<file path="src/source/issue_pkg.sv">
package issue_pkg;

  localparam int xlen = 32;
  localparam int reg_addr_width = 5;
  localparam int sb_depth = 4;
  localparam int tag_width = 2;
  localparam int wb_ports = 2;

  // Wide enough to hold 0 through sb_depth.
  localparam int sb_count_width = 3;

  typedef enum logic [1:0] {
    fu_alu = 2'd0,
    fu_mdu = 2'd1,
    fu_lsu = 2'd2
  } fu_e;

  // Decoded micro-op as it arrives from the decoder.
  typedef struct packed {
    logic [xlen-1:0]           pc;
    fu_e                       fu;
    logic [3:0]                op;
    logic [reg_addr_width-1:0] rs1;
    logic [reg_addr_width-1:0] rs2;
    logic [reg_addr_width-1:0] rd;
    logic                      use_rs1;
    logic                      use_rs2;
    logic                      we;      // Writes rd on retire.
    logic [xlen-1:0]           imm;
  } uop_t;

  // Request as seen by all three functional units.
  typedef struct packed {
    logic [tag_width-1:0] tag;
    fu_e                  fu;
    logic [3:0]           op;
    logic [xlen-1:0]      rs1_data;
    logic [xlen-1:0]      rs2_data;
    logic [xlen-1:0]      imm;
    logic [xlen-1:0]      pc;
  } fu_req_t;

  typedef struct packed {
    logic                 valid;
    logic [tag_width-1:0] tag;
    logic [xlen-1:0]      data;
  } writeback_t;

  // Busy means a writer is in flight without a result. Hit means data is valid.
  typedef struct packed {
    logic            busy;
    logic            hit;
    logic [xlen-1:0] data;
  } operand_t;

  typedef struct packed {
    logic [xlen-1:0]           pc;
    logic [reg_addr_width-1:0] rd;
    logic                      we;
    logic [xlen-1:0]           wdata;
  } retire_t;

  typedef struct packed {
    logic                      valid;
    logic                      done;   // Result has been written back.
    logic [reg_addr_width-1:0] rd;
    logic                      we;
    logic [xlen-1:0]           pc;
    logic [xlen-1:0]           data;
  } sb_entry_t;

endpackage
</file>
<file path="src/source/issue_stage.sv">
`timescale 1ns/100ps

module issue_stage (
  input  logic                                       clock,
  input  logic                                       arst_n,
  input  issue_pkg::uop_t                            idu_uop,
  input  logic                                       idu_valid,
  output logic                                       idu_ready,
  input  logic                                       flush_unissued,
  output issue_pkg::fu_req_t                         fu_req,
  input  logic                                       alu_ready,
  input  logic                                       mdu_ready,
  input  logic                                       lsu_ready,
  output logic                                       alu_valid,
  output logic                                       mdu_valid,
  output logic                                       lsu_valid,
  input  issue_pkg::writeback_t [issue_pkg::wb_ports-1:0] wb,
  output logic                                       retire_valid,
  output issue_pkg::retire_t                         retire
);

  issue_pkg::operand_t                  rs1_op;
  issue_pkg::operand_t                  rs2_op;
  issue_pkg::sb_entry_t                 head;
  logic                                 head_valid;
  logic                                 free_head;
  logic                                 sb_full;
  logic                                 alloc;
  logic [issue_pkg::tag_width-1:0]      alloc_tag;
  logic [issue_pkg::reg_addr_width-1:0] alloc_rd;
  logic                                 alloc_we;
  logic [issue_pkg::reg_addr_width-1:0] gpr_raddr_a;
  logic [issue_pkg::reg_addr_width-1:0] gpr_raddr_b;
  logic [issue_pkg::xlen-1:0]           gpr_rdata_a;
  logic [issue_pkg::xlen-1:0]           gpr_rdata_b;
  logic                                 gpr_we;
  logic [issue_pkg::reg_addr_width-1:0] gpr_waddr;
  logic [issue_pkg::xlen-1:0]           gpr_wdata;

  gpr_file gpr_file_i (
    .clock   (clock),
    .arst_n  (arst_n),
    .raddr_a (gpr_raddr_a),
    .raddr_b (gpr_raddr_b),
    .we      (gpr_we),
    .waddr   (gpr_waddr),
    .wdata   (gpr_wdata),
    .rdata_a (gpr_rdata_a),
    .rdata_b (gpr_rdata_b)
  );

  // The scoreboard looks up the same registers the file is reading.
  scoreboard scoreboard_i (
    .clock      (clock),
    .arst_n     (arst_n),
    .alloc      (alloc),
    .alloc_rd   (alloc_rd),
    .alloc_we   (alloc_we),
    .alloc_pc   (fu_req.pc),
    .wb         (wb),
    .rs1        (gpr_raddr_a),
    .rs2        (gpr_raddr_b),
    .free_head  (free_head),
    .alloc_tag  (alloc_tag),
    .sb_full    (sb_full),
    .rs1_op     (rs1_op),
    .rs2_op     (rs2_op),
    .head       (head),
    .head_valid (head_valid)
  );

  issue_unit issue_unit_i (
    .clock          (clock),
    .arst_n         (arst_n),
    .idu_uop        (idu_uop),
    .idu_valid      (idu_valid),
    .flush_unissued (flush_unissued),
    .rs1_op         (rs1_op),
    .rs2_op         (rs2_op),
    .gpr_rdata_a    (gpr_rdata_a),
    .gpr_rdata_b    (gpr_rdata_b),
    .sb_full        (sb_full),
    .alloc_tag      (alloc_tag),
    .alu_ready      (alu_ready),
    .mdu_ready      (mdu_ready),
    .lsu_ready      (lsu_ready),
    .idu_ready      (idu_ready),
    .fu_req         (fu_req),
    .alu_valid      (alu_valid),
    .mdu_valid      (mdu_valid),
    .lsu_valid      (lsu_valid),
    .alloc          (alloc),
    .alloc_rd       (alloc_rd),
    .alloc_we       (alloc_we),
    .gpr_raddr_a    (gpr_raddr_a),
    .gpr_raddr_b    (gpr_raddr_b)
  );

  commit_unit commit_unit_i (
    .head         (head),
    .head_valid   (head_valid),
    .free_head    (free_head),
    .gpr_we       (gpr_we),
    .gpr_waddr    (gpr_waddr),
    .gpr_wdata    (gpr_wdata),
    .retire_valid (retire_valid),
    .retire       (retire)
  );

endmodule

</file>
<file path="src/source/commit_unit.sv">
`timescale 1ns/100ps

module commit_unit (
  input  issue_pkg::sb_entry_t                 head,
  input  logic                                 head_valid,
  output logic                                 free_head,
  output logic                                 gpr_we,
  output logic [issue_pkg::reg_addr_width-1:0] gpr_waddr,
  output logic [issue_pkg::xlen-1:0]           gpr_wdata,
  output logic                                 retire_valid,
  output issue_pkg::retire_t                   retire
);

  logic commit;

  // Only the oldest entry may leave, and only once it is done.
  assign commit = head_valid && head.done;

  assign free_head    = commit;
  assign retire_valid = commit;

  // A retiring write to x0 never reaches the register file.
  assign gpr_we    = commit && head.we && head.rd != '0;
  assign gpr_waddr = head.rd;
  assign gpr_wdata = head.data;

  always_comb begin
    retire.pc    = head.pc;
    retire.rd    = head.rd;
    retire.we    = head.we;
    retire.wdata = head.data;
  end

endmodule

</file>
<file path="src/source/issue_unit.sv">
`timescale 1ns/100ps

module issue_unit (
  input  logic                                 clock,
  input  logic                                 arst_n,
  input  issue_pkg::uop_t                      idu_uop,
  input  logic                                 idu_valid,
  input  logic                                 flush_unissued,
  input  issue_pkg::operand_t                  rs1_op,
  input  issue_pkg::operand_t                  rs2_op,
  input  logic [issue_pkg::xlen-1:0]           gpr_rdata_a,
  input  logic [issue_pkg::xlen-1:0]           gpr_rdata_b,
  input  logic                                 sb_full,
  input  logic [issue_pkg::tag_width-1:0]      alloc_tag,
  input  logic                                 alu_ready,
  input  logic                                 mdu_ready,
  input  logic                                 lsu_ready,
  output logic                                 idu_ready,
  output issue_pkg::fu_req_t                   fu_req,
  output logic                                 alu_valid,
  output logic                                 mdu_valid,
  output logic                                 lsu_valid,
  output logic                                 alloc,
  output logic [issue_pkg::reg_addr_width-1:0] alloc_rd,
  output logic                                 alloc_we,
  output logic [issue_pkg::reg_addr_width-1:0] gpr_raddr_a,
  output logic [issue_pkg::reg_addr_width-1:0] gpr_raddr_b
);

  issue_pkg::uop_t            held;
  logic                       held_valid;
  logic                       operand_busy;
  logic                       unit_ready;
  logic                       can_issue;
  logic                       dispatch;
  logic                       accept;
  logic [issue_pkg::xlen-1:0] op_a;
  logic [issue_pkg::xlen-1:0] op_b;

  assign gpr_raddr_a = held.rs1;
  assign gpr_raddr_b = held.rs2;

  // Forwarded data takes precedence over the register file.
  assign op_a = !held.use_rs1 ? '0 : (rs1_op.hit ? rs1_op.data : gpr_rdata_a);
  assign op_b = !held.use_rs2 ? '0 : (rs2_op.hit ? rs2_op.data : gpr_rdata_b);

  assign operand_busy = (held.use_rs1 && rs1_op.busy) || (held.use_rs2 && rs2_op.busy);

  always_comb begin
    case (held.fu)
      issue_pkg::fu_alu: unit_ready = alu_ready;
      issue_pkg::fu_mdu: unit_ready = mdu_ready;
      issue_pkg::fu_lsu: unit_ready = lsu_ready;
      default:           unit_ready = 1'b0;
    endcase
  end

  // A flush in this cycle wins over both dispatch and acceptance.
  assign can_issue = held_valid && !operand_busy && !sb_full && !flush_unissued;
  assign dispatch  = can_issue && unit_ready;
  assign idu_ready = (!held_valid || dispatch) && !flush_unissued;
  assign accept    = idu_valid && idu_ready;

  assign alu_valid = dispatch && held.fu == issue_pkg::fu_alu;
  assign mdu_valid = dispatch && held.fu == issue_pkg::fu_mdu;
  assign lsu_valid = dispatch && held.fu == issue_pkg::fu_lsu;

  assign alloc    = dispatch;
  assign alloc_rd = held.rd;
  assign alloc_we = held.we;

  always_comb begin
    fu_req.tag      = alloc_tag;
    fu_req.fu       = held.fu;
    fu_req.op       = held.op;
    fu_req.rs1_data = op_a;
    fu_req.rs2_data = op_b;
    fu_req.imm      = held.imm;
    fu_req.pc       = held.pc;
  end

  always_ff @(posedge clock or negedge arst_n) begin
    if (!arst_n) begin
      held_valid <= 1'b0;
    end else if (flush_unissued) begin
      held_valid <= 1'b0;
    end else if (accept) begin
      held_valid <= 1'b1;
    end else if (dispatch) begin
      held_valid <= 1'b0;
    end
  end

  always_ff @(posedge clock) begin
    if (accept) begin
      held <= idu_uop;
    end
  end

endmodule

</file>
<file path="src/source/scoreboard.sv">
`timescale 1ns/100ps

module scoreboard (
  input  logic                                       clock,
  input  logic                                       arst_n,
  input  logic                                       alloc,
  input  logic [issue_pkg::reg_addr_width-1:0]       alloc_rd,
  input  logic                                       alloc_we,
  input  logic [issue_pkg::xlen-1:0]                 alloc_pc,
  input  issue_pkg::writeback_t [issue_pkg::wb_ports-1:0] wb,
  input  logic [issue_pkg::reg_addr_width-1:0]       rs1,
  input  logic [issue_pkg::reg_addr_width-1:0]       rs2,
  input  logic                                       free_head,
  output logic [issue_pkg::tag_width-1:0]            alloc_tag,
  output logic                                       sb_full,
  output issue_pkg::operand_t                        rs1_op,
  output issue_pkg::operand_t                        rs2_op,
  output issue_pkg::sb_entry_t                       head,
  output logic                                       head_valid
);

  issue_pkg::sb_entry_t                  entries [issue_pkg::sb_depth];
  logic [issue_pkg::tag_width-1:0]       head_ptr;
  logic [issue_pkg::tag_width-1:0]       tail_ptr;
  logic [issue_pkg::sb_count_width-1:0]  count;

  assign alloc_tag  = tail_ptr; // The entry index doubles as the tag.
  assign sb_full    = (count == issue_pkg::sb_depth);
  assign head       = entries[head_ptr];
  assign head_valid = entries[head_ptr].valid;

  // Pointers and occupancy.
  always_ff @(posedge clock or negedge arst_n) begin
    if (!arst_n) begin
      head_ptr <= '0;
      tail_ptr <= '0;
      count    <= '0;
    end else begin
      if (alloc) begin
        tail_ptr <= tail_ptr + 1'b1;
      end
      if (free_head) begin
        head_ptr <= head_ptr + 1'b1;
      end
      case ({alloc, free_head})
        2'b10:   count <= count + 1'b1;
        2'b01:   count <= count - 1'b1;
        default: count <= count;
      endcase
    end
  end

  // Entries are filled at the tail, completed by tag and released at the head.
  always_ff @(posedge clock or negedge arst_n) begin
    if (!arst_n) begin
      for (int i = 0; i < issue_pkg::sb_depth; i++) begin
        entries[i].valid <= 1'b0;
        entries[i].done  <= 1'b0;
      end
    end else begin
      // A done head is never the target of a writeback, and a full table
      // blocks allocation, so these updates never touch the same entry.
      if (free_head) begin
        entries[head_ptr].valid <= 1'b0;
      end
      for (int p = 0; p < issue_pkg::wb_ports; p++) begin
        if (wb[p].valid) begin
          entries[wb[p].tag].done <= 1'b1;
          entries[wb[p].tag].data <= wb[p].data;
        end
      end
      if (alloc) begin
        entries[tail_ptr].valid <= 1'b1;
        entries[tail_ptr].done  <= 1'b0;
        entries[tail_ptr].rd    <= alloc_rd;
        entries[tail_ptr].we    <= alloc_we;
        entries[tail_ptr].pc    <= alloc_pc;
      end
    end
  end

  // Walks from the head towards the tail, so the youngest writer wins.
  function automatic issue_pkg::operand_t lookup(
    input logic [issue_pkg::reg_addr_width-1:0] rs
  );
    issue_pkg::operand_t             res;
    issue_pkg::sb_entry_t            e;
    logic [issue_pkg::tag_width-1:0] idx;
    res = '0;
    for (int i = 0; i < issue_pkg::sb_depth; i++) begin
      idx = head_ptr + i[issue_pkg::tag_width-1:0];
      e   = entries[idx];
      if (e.valid && e.we && e.rd == rs && rs != '0) begin
        res.busy = !e.done;
        res.hit  = e.done;
        res.data = e.data;
      end
    end
    return res;
  endfunction

  always_comb begin
    rs1_op = lookup(rs1);
    rs2_op = lookup(rs2);
  end

endmodule

</file>
<file path="src/source/gpr_file.sv">
`timescale 1ns/100ps

module gpr_file (
  input  logic                                 clock,
  input  logic                                 arst_n,
  input  logic [issue_pkg::reg_addr_width-1:0] raddr_a,
  input  logic [issue_pkg::reg_addr_width-1:0] raddr_b,
  input  logic                                 we,
  input  logic [issue_pkg::reg_addr_width-1:0] waddr,
  input  logic [issue_pkg::xlen-1:0]           wdata,
  output logic [issue_pkg::xlen-1:0]           rdata_a,
  output logic [issue_pkg::xlen-1:0]           rdata_b
);

  logic [issue_pkg::xlen-1:0] regs [2**issue_pkg::reg_addr_width];

  always_ff @(posedge clock or negedge arst_n) begin
    if (!arst_n) begin
      for (int i = 0; i < 2**issue_pkg::reg_addr_width; i++) begin
        regs[i] <= '0;
      end
    end else if (we && waddr != '0) begin
      regs[waddr] <= wdata;
    end
  end

  // x0 always reads as zero whatever the array holds.
  always_comb begin
    if (raddr_a == '0) begin
      rdata_a = '0;
    end else begin
      rdata_a = regs[raddr_a];
    end
  end

  always_comb begin
    if (raddr_b == '0) begin
      rdata_b = '0;
    end else begin
      rdata_b = regs[raddr_b];
    end
  end

endmodule

</file>
<file path="config.mk">
export PLATFORM = sky130hd
export DESIGN_NAME = issue_stage
export DESIGN_NICKNAME = d
export VERILOG_FILES = /design/src/source/issue_pkg.sv /design/src/source/issue_stage.sv /design/src/source/commit_unit.sv /design/src/source/issue_unit.sv /design/src/source/scoreboard.sv /design/src/source/gpr_file.sv
export SDC_FILE = /design/constraint.sdc
export NUM_CORES = 2
export LEC_CHECK = 0
export BUFFER_PORTS_ARGS = -buffer_cell sky130_fd_sc_hd__buf_4
export CAP_MARGIN = 20
export CELL_PAD_IN_SITES_DETAIL_PLACEMENT = 1
export CELL_PAD_IN_SITES_GLOBAL_PLACEMENT = 1
export CORE_MARGIN = 5
export CORE_UTILIZATION = 55
export DETAILED_ROUTE_END_ITERATION = 10
export PLACE_DENSITY_LB_ADDON = 0.1
export SLEW_MARGIN = 5
export SYNTH_ARGS = -nofsm -noshare
export SYNTH_HDL_FRONTEND = slang
export SYNTH_SLANG_ARGS = --single-unit
export TNS_END_PERCENT = 30
</file>
<file path="constraint.sdc">
create_clock -name clock -period 16.12 [get_ports clock]
set_clock_uncertainty 0.2 [all_clocks]
set_input_delay 3.224 -clock clock [delete_from_list [all_inputs] [get_ports clock]]
set_output_delay 3.224 -clock clock [all_outputs]
set_load 0.01 [all_outputs]
</file>
==> metrics.md <==
| Metric | Value |
|---|---|
| Leakage | `35.0 nW` |
| Worst-path cell chain | `inv_1 -> ha_4 -> mux4_2 -> xnor2_1 -> nand4_1 -> nor2_2 -> buf_4 -> a21o_1 -> o21ai_4 -> buf_4 -> a221oi_1 -> a311oi_2 -> buf_4` |
| Fmax | `102 MHz` |
| Crit-path slowest cell | `dfrtp_4` |
| Dpl hpwl | `167 mm` |
| DRT iter0 DRCs | `6,056` |
| Worst-path clk slew | `60 ps` |
| Cells after Synth | `6,362` |
| Post-route ant nets | `0` |
| TritonCTS clock tree | `done` |
| VDD IR max | `0.000123 V` |
| CP top delay family | `compound AO/OA/AOI/OAI gates` |
| Fin. Hold Viols | `0` |
| Worst slew margin | `18.5%` |
| Post-route setup TNS | `0 ps` |
| Ports | `376` |
| Area Overhead vs Synth | `11.6%` |
| Async SR Flop Fraction | `73.9%` |
| Crit end category | `output port` |
| Clock buffer depth | `3` |
| Register area | `0.0371 sq mm` |
| Syn_nets | `6,537` |
| Synth Register Bits | `1,408` |
| Total number of vias | `57,195` |
| DR WL/cell | `34.3 microns` |
| Die area | `0.146 sq mm` |
| Footprint of the multi-input gates | `0.0361 sq mm` |
| Die W | `382 microns` |
| Clock root cell | `clkbuf_16` |
| Antenna violations before repair | `23` |
| Max_cap viols | `0` |
| Post-synth cell types | `61` |
| Setup crit start kind | `register` |
| Unrepaired setup endpoints after global routing | `false` |
| Via-to-Cell Ratio | `6.96` |
| Outcome | `finished, final reports clean` |
| Mapped Area | `0.0759 sq mm` |
| H-tree levels | `4` |
| IO Port Bufs | `375` |
| Largest net degree at the start of global routing | `167` |
| Hold_buf cts | `0` |
| Ys Warns | `0` |
| Core Box Area | `0.137 sq mm` |
| DRT Pass-1 Iters | `5` |
| Post-synth EDFFs | `368` |
| Total congestion overflow | `0` |
| CTS buffer count | `155` |
| Post-CTS Resized | `0` |
| Fin crit period | `9820 ps` |
| Initial Util | `55.3%` |
| # DRC | `0` |
| Number of fill cells | `13,499` |
| GR Util All Layers | `38.6%` |
| Register-to-Register Path Depth | `12` |
| Most used cell, CP | `buf_4` |
| First-pass GRT wire length | `414 mm` |
| Post-Syn Area per Cell | `11.9 sq um` |
| Final period util | `60.9%` |
| Worst-margin pin slew | `1220 ps` |
| Routed WL | `282 mm` |
| Arr. time, crit path | `6400 ps` |
| GP Congestion | `0.951` |
| Number of cells on the critical path | `13` |
| CP bufs+invs | `4` |
| WS Path Type | `reg2out` |
| Final-report max-slew violation count | `0` |
| Seq/Total Area, Yosys | `48.8%` |
| Post-CTS Setup Bufs | `0` |
| Hold Path Depth | `0` |
| Layout cells sized above 1 | `26.1%` |
| Sink Count | `1,408` |
| Worst Path Max Fanout | `49` |
| Min-delay worst type | `reg2reg` |
| Rows | `136` |
| CP max stage delay | `930 ps` |
| Vias in the first global route | `61,012` |
| Ys flop type | `dfrtp_1` |
| Die outline height | `382 microns` |
| # setup viols final | `0` |
| Worst Path Required | `12,700 ps` |
| Pwr Total | `13.1 mW` |
| NumNets Final | `6,466` |
| Pwr dens | `155 mW/mm^2` |
| Later-pin clock latency in the skew report | `820 ps` |
## routing by layer
layer  share of wire [%]  track usage, %  vias up
li1                    -               -    23304
met1                  36            48.0    30045
met2                  47            60.0     2964
met3                 9.2            9.66      874
met4                 8.2            26.5        8
met5               0.020               0        -
## cells in the final DEF (no fill, tap or decap), types with 7 or more instances in the layout
cell type / Yosys / layout
mux4_2: 796 / 796
o21ai_0: 1219 / 1187
mux2i_1: 195 / 193
nand3_1: 27 / 26
a211o_1: 13 / 13
clkbuf_16: 0 / 157
a21oi_1: 82 / 81
a41o_1: 32 / 32
xor2_1: 7 / 7
nand2_1: 1266 / 1234
a311oi_2: 16 / 16
nor3_1: 37 / 37
buf_12: 0 / 15
a221oi_1: 20 / 20
clkinv_1: 1 / 11
nand2_4: 0 / 31
and2_1: 176 / 172
nor2_1: 89 / 82
inv_1: 43 / 42
o21ai_2: 1 / 27
edfxtp_1: 368 / 368
diode_2: 0 / 15
clkbuf_1: 526 / 43
mux2_2: 35 / 35
a31oi_1: 19 / 19
clkbuf_8: 0 / 25
dfrtp_1: 1040 / 1038
ha_1: 9 / 8
xnor2_1: 35 / 35
clkinv_2: 0 / 22
o31ai_1: 13 / 13
buf_4: 75 / 477
o211ai_1: 24 / 24
## kinds of logic (layout without fill, tap and decap cells)
group,Yosys count,count (layout),synth area share [%]
AO/OA/AOI/OAI,1462,1462,10.5
flip-flops,1408,1408,48.8
XOR/XNOR,42,42,0.484
AND/OR/NAND/NOR,1642,1642,9.06
multiplexers,1027,1027,26.7
other,0,15,0
buffers and inverters,771,823,4.28
adder cells (fa/ha/maj),10,10,0.175
## registers in the layout, indices dropped and copies added, names as in the netlist
register                  count
gpr_file_i.regs            1024
issue_unit_i.alloc_rd         5
issue_unit_i.alloc_we         1
issue_unit_i.fu_req          70
issue_unit_i.gpr_raddr_a      5
issue_unit_i.gpr_raddr_b      5
issue_unit_i.held             2
issue_unit_i.held_valid       1
scoreboard_i.alloc_tag        2
scoreboard_i.count            3
scoreboard_i.entries        288
scoreboard_i.head_ptr         2
## synthesized netlist by cell type (24+ instances only)
cell,instances,area (sq um)
xnor2_1,35,307
buf_1,76,285
o21ai_0,1219,6100
dfrtp_1,1040,26000
nor2_1,89,334
nor3_1,37,185
nand3_1,27,135
mux2_2,35,394
edfxtp_1,368,11100
a41o_1,32,320
inv_1,43,161
mux2i_1,195,1950
o211ai_1,24,180
and2_1,176,1100
a21oi_1,82,410
buf_2,47,235
nand2_1,1266,4750
clkbuf_1,526,1970
buf_4,75,563
mux4_2,796,17900
## layout make-up
cell class                      instances  share of cell area (%)
Sequential cell                      1408                    43.8
Multi-Input combinational cell       4183                    42.6
Clock buffer                          225                    5.23
Timing Repair Buffer                  498                    4.75
Tap cell                             1794                    2.65
Clock inverter                         55                   0.732
Inverter                               45                   0.201
Antenna cell                           15                  0.0443
## worst paths after layout
path / startpoint / slack, ps / end
max: scoreboard_i.head_ptr[1]$_DFFE_PN0P_ / 6300 / fu_req[73]
min: gpr_file_i.regs[1016]$_DFFE_PN0P_ / 190 / gpr_file_i.regs[1016]$_DFFE_PN0P_
max reg2reg: scoreboard_i.head_ptr[1]$_DFFE_PN0P_ / 9290 / issue_unit_i.fu_req[132]$_DFFE_PP_
min reg2reg: gpr_file_i.regs[1016]$_DFFE_PN0P_ / 190 / gpr_file_i.regs[1016]$_DFFE_PN0P_
max in group asynchronous: arst_n / 10070 / gpr_file_i.regs[380]$_DFFE_PN0P_
min in group asynchronous: arst_n / 2320 / gpr_file_i.regs[620]$_DFFE_PN0P_
## report_power, final
part / total (mW) / switching, mW / internal [mW]
sequential: 5.04 / 0.635 / 4.40
clock: 3.59 / 1.56 / 2.02
combinational: 4.52 / 2.67 / 1.84
## metrics by stage
stage / cell area [sq um] / util (%) / setup WS, ps / hold slack, ps / cells
after floorplan: 75900 / - / 6540 / 241 / 6362
after global placement: 79400 / 57.8 / 6920 / 176 / 7918
after detailed placement: 79500 / 57.9 / 6870 / 184 / 7920
after CTS: 84500 / 61.6 / 6400 / 196 / 8200
after global routing: 84700 / 61.7 / 6030 / 209 / 8219
final: 84700 / 61.7 / 6300 / 193 / 8223
No activity file was read; power rests on OpenSTA's default activity.
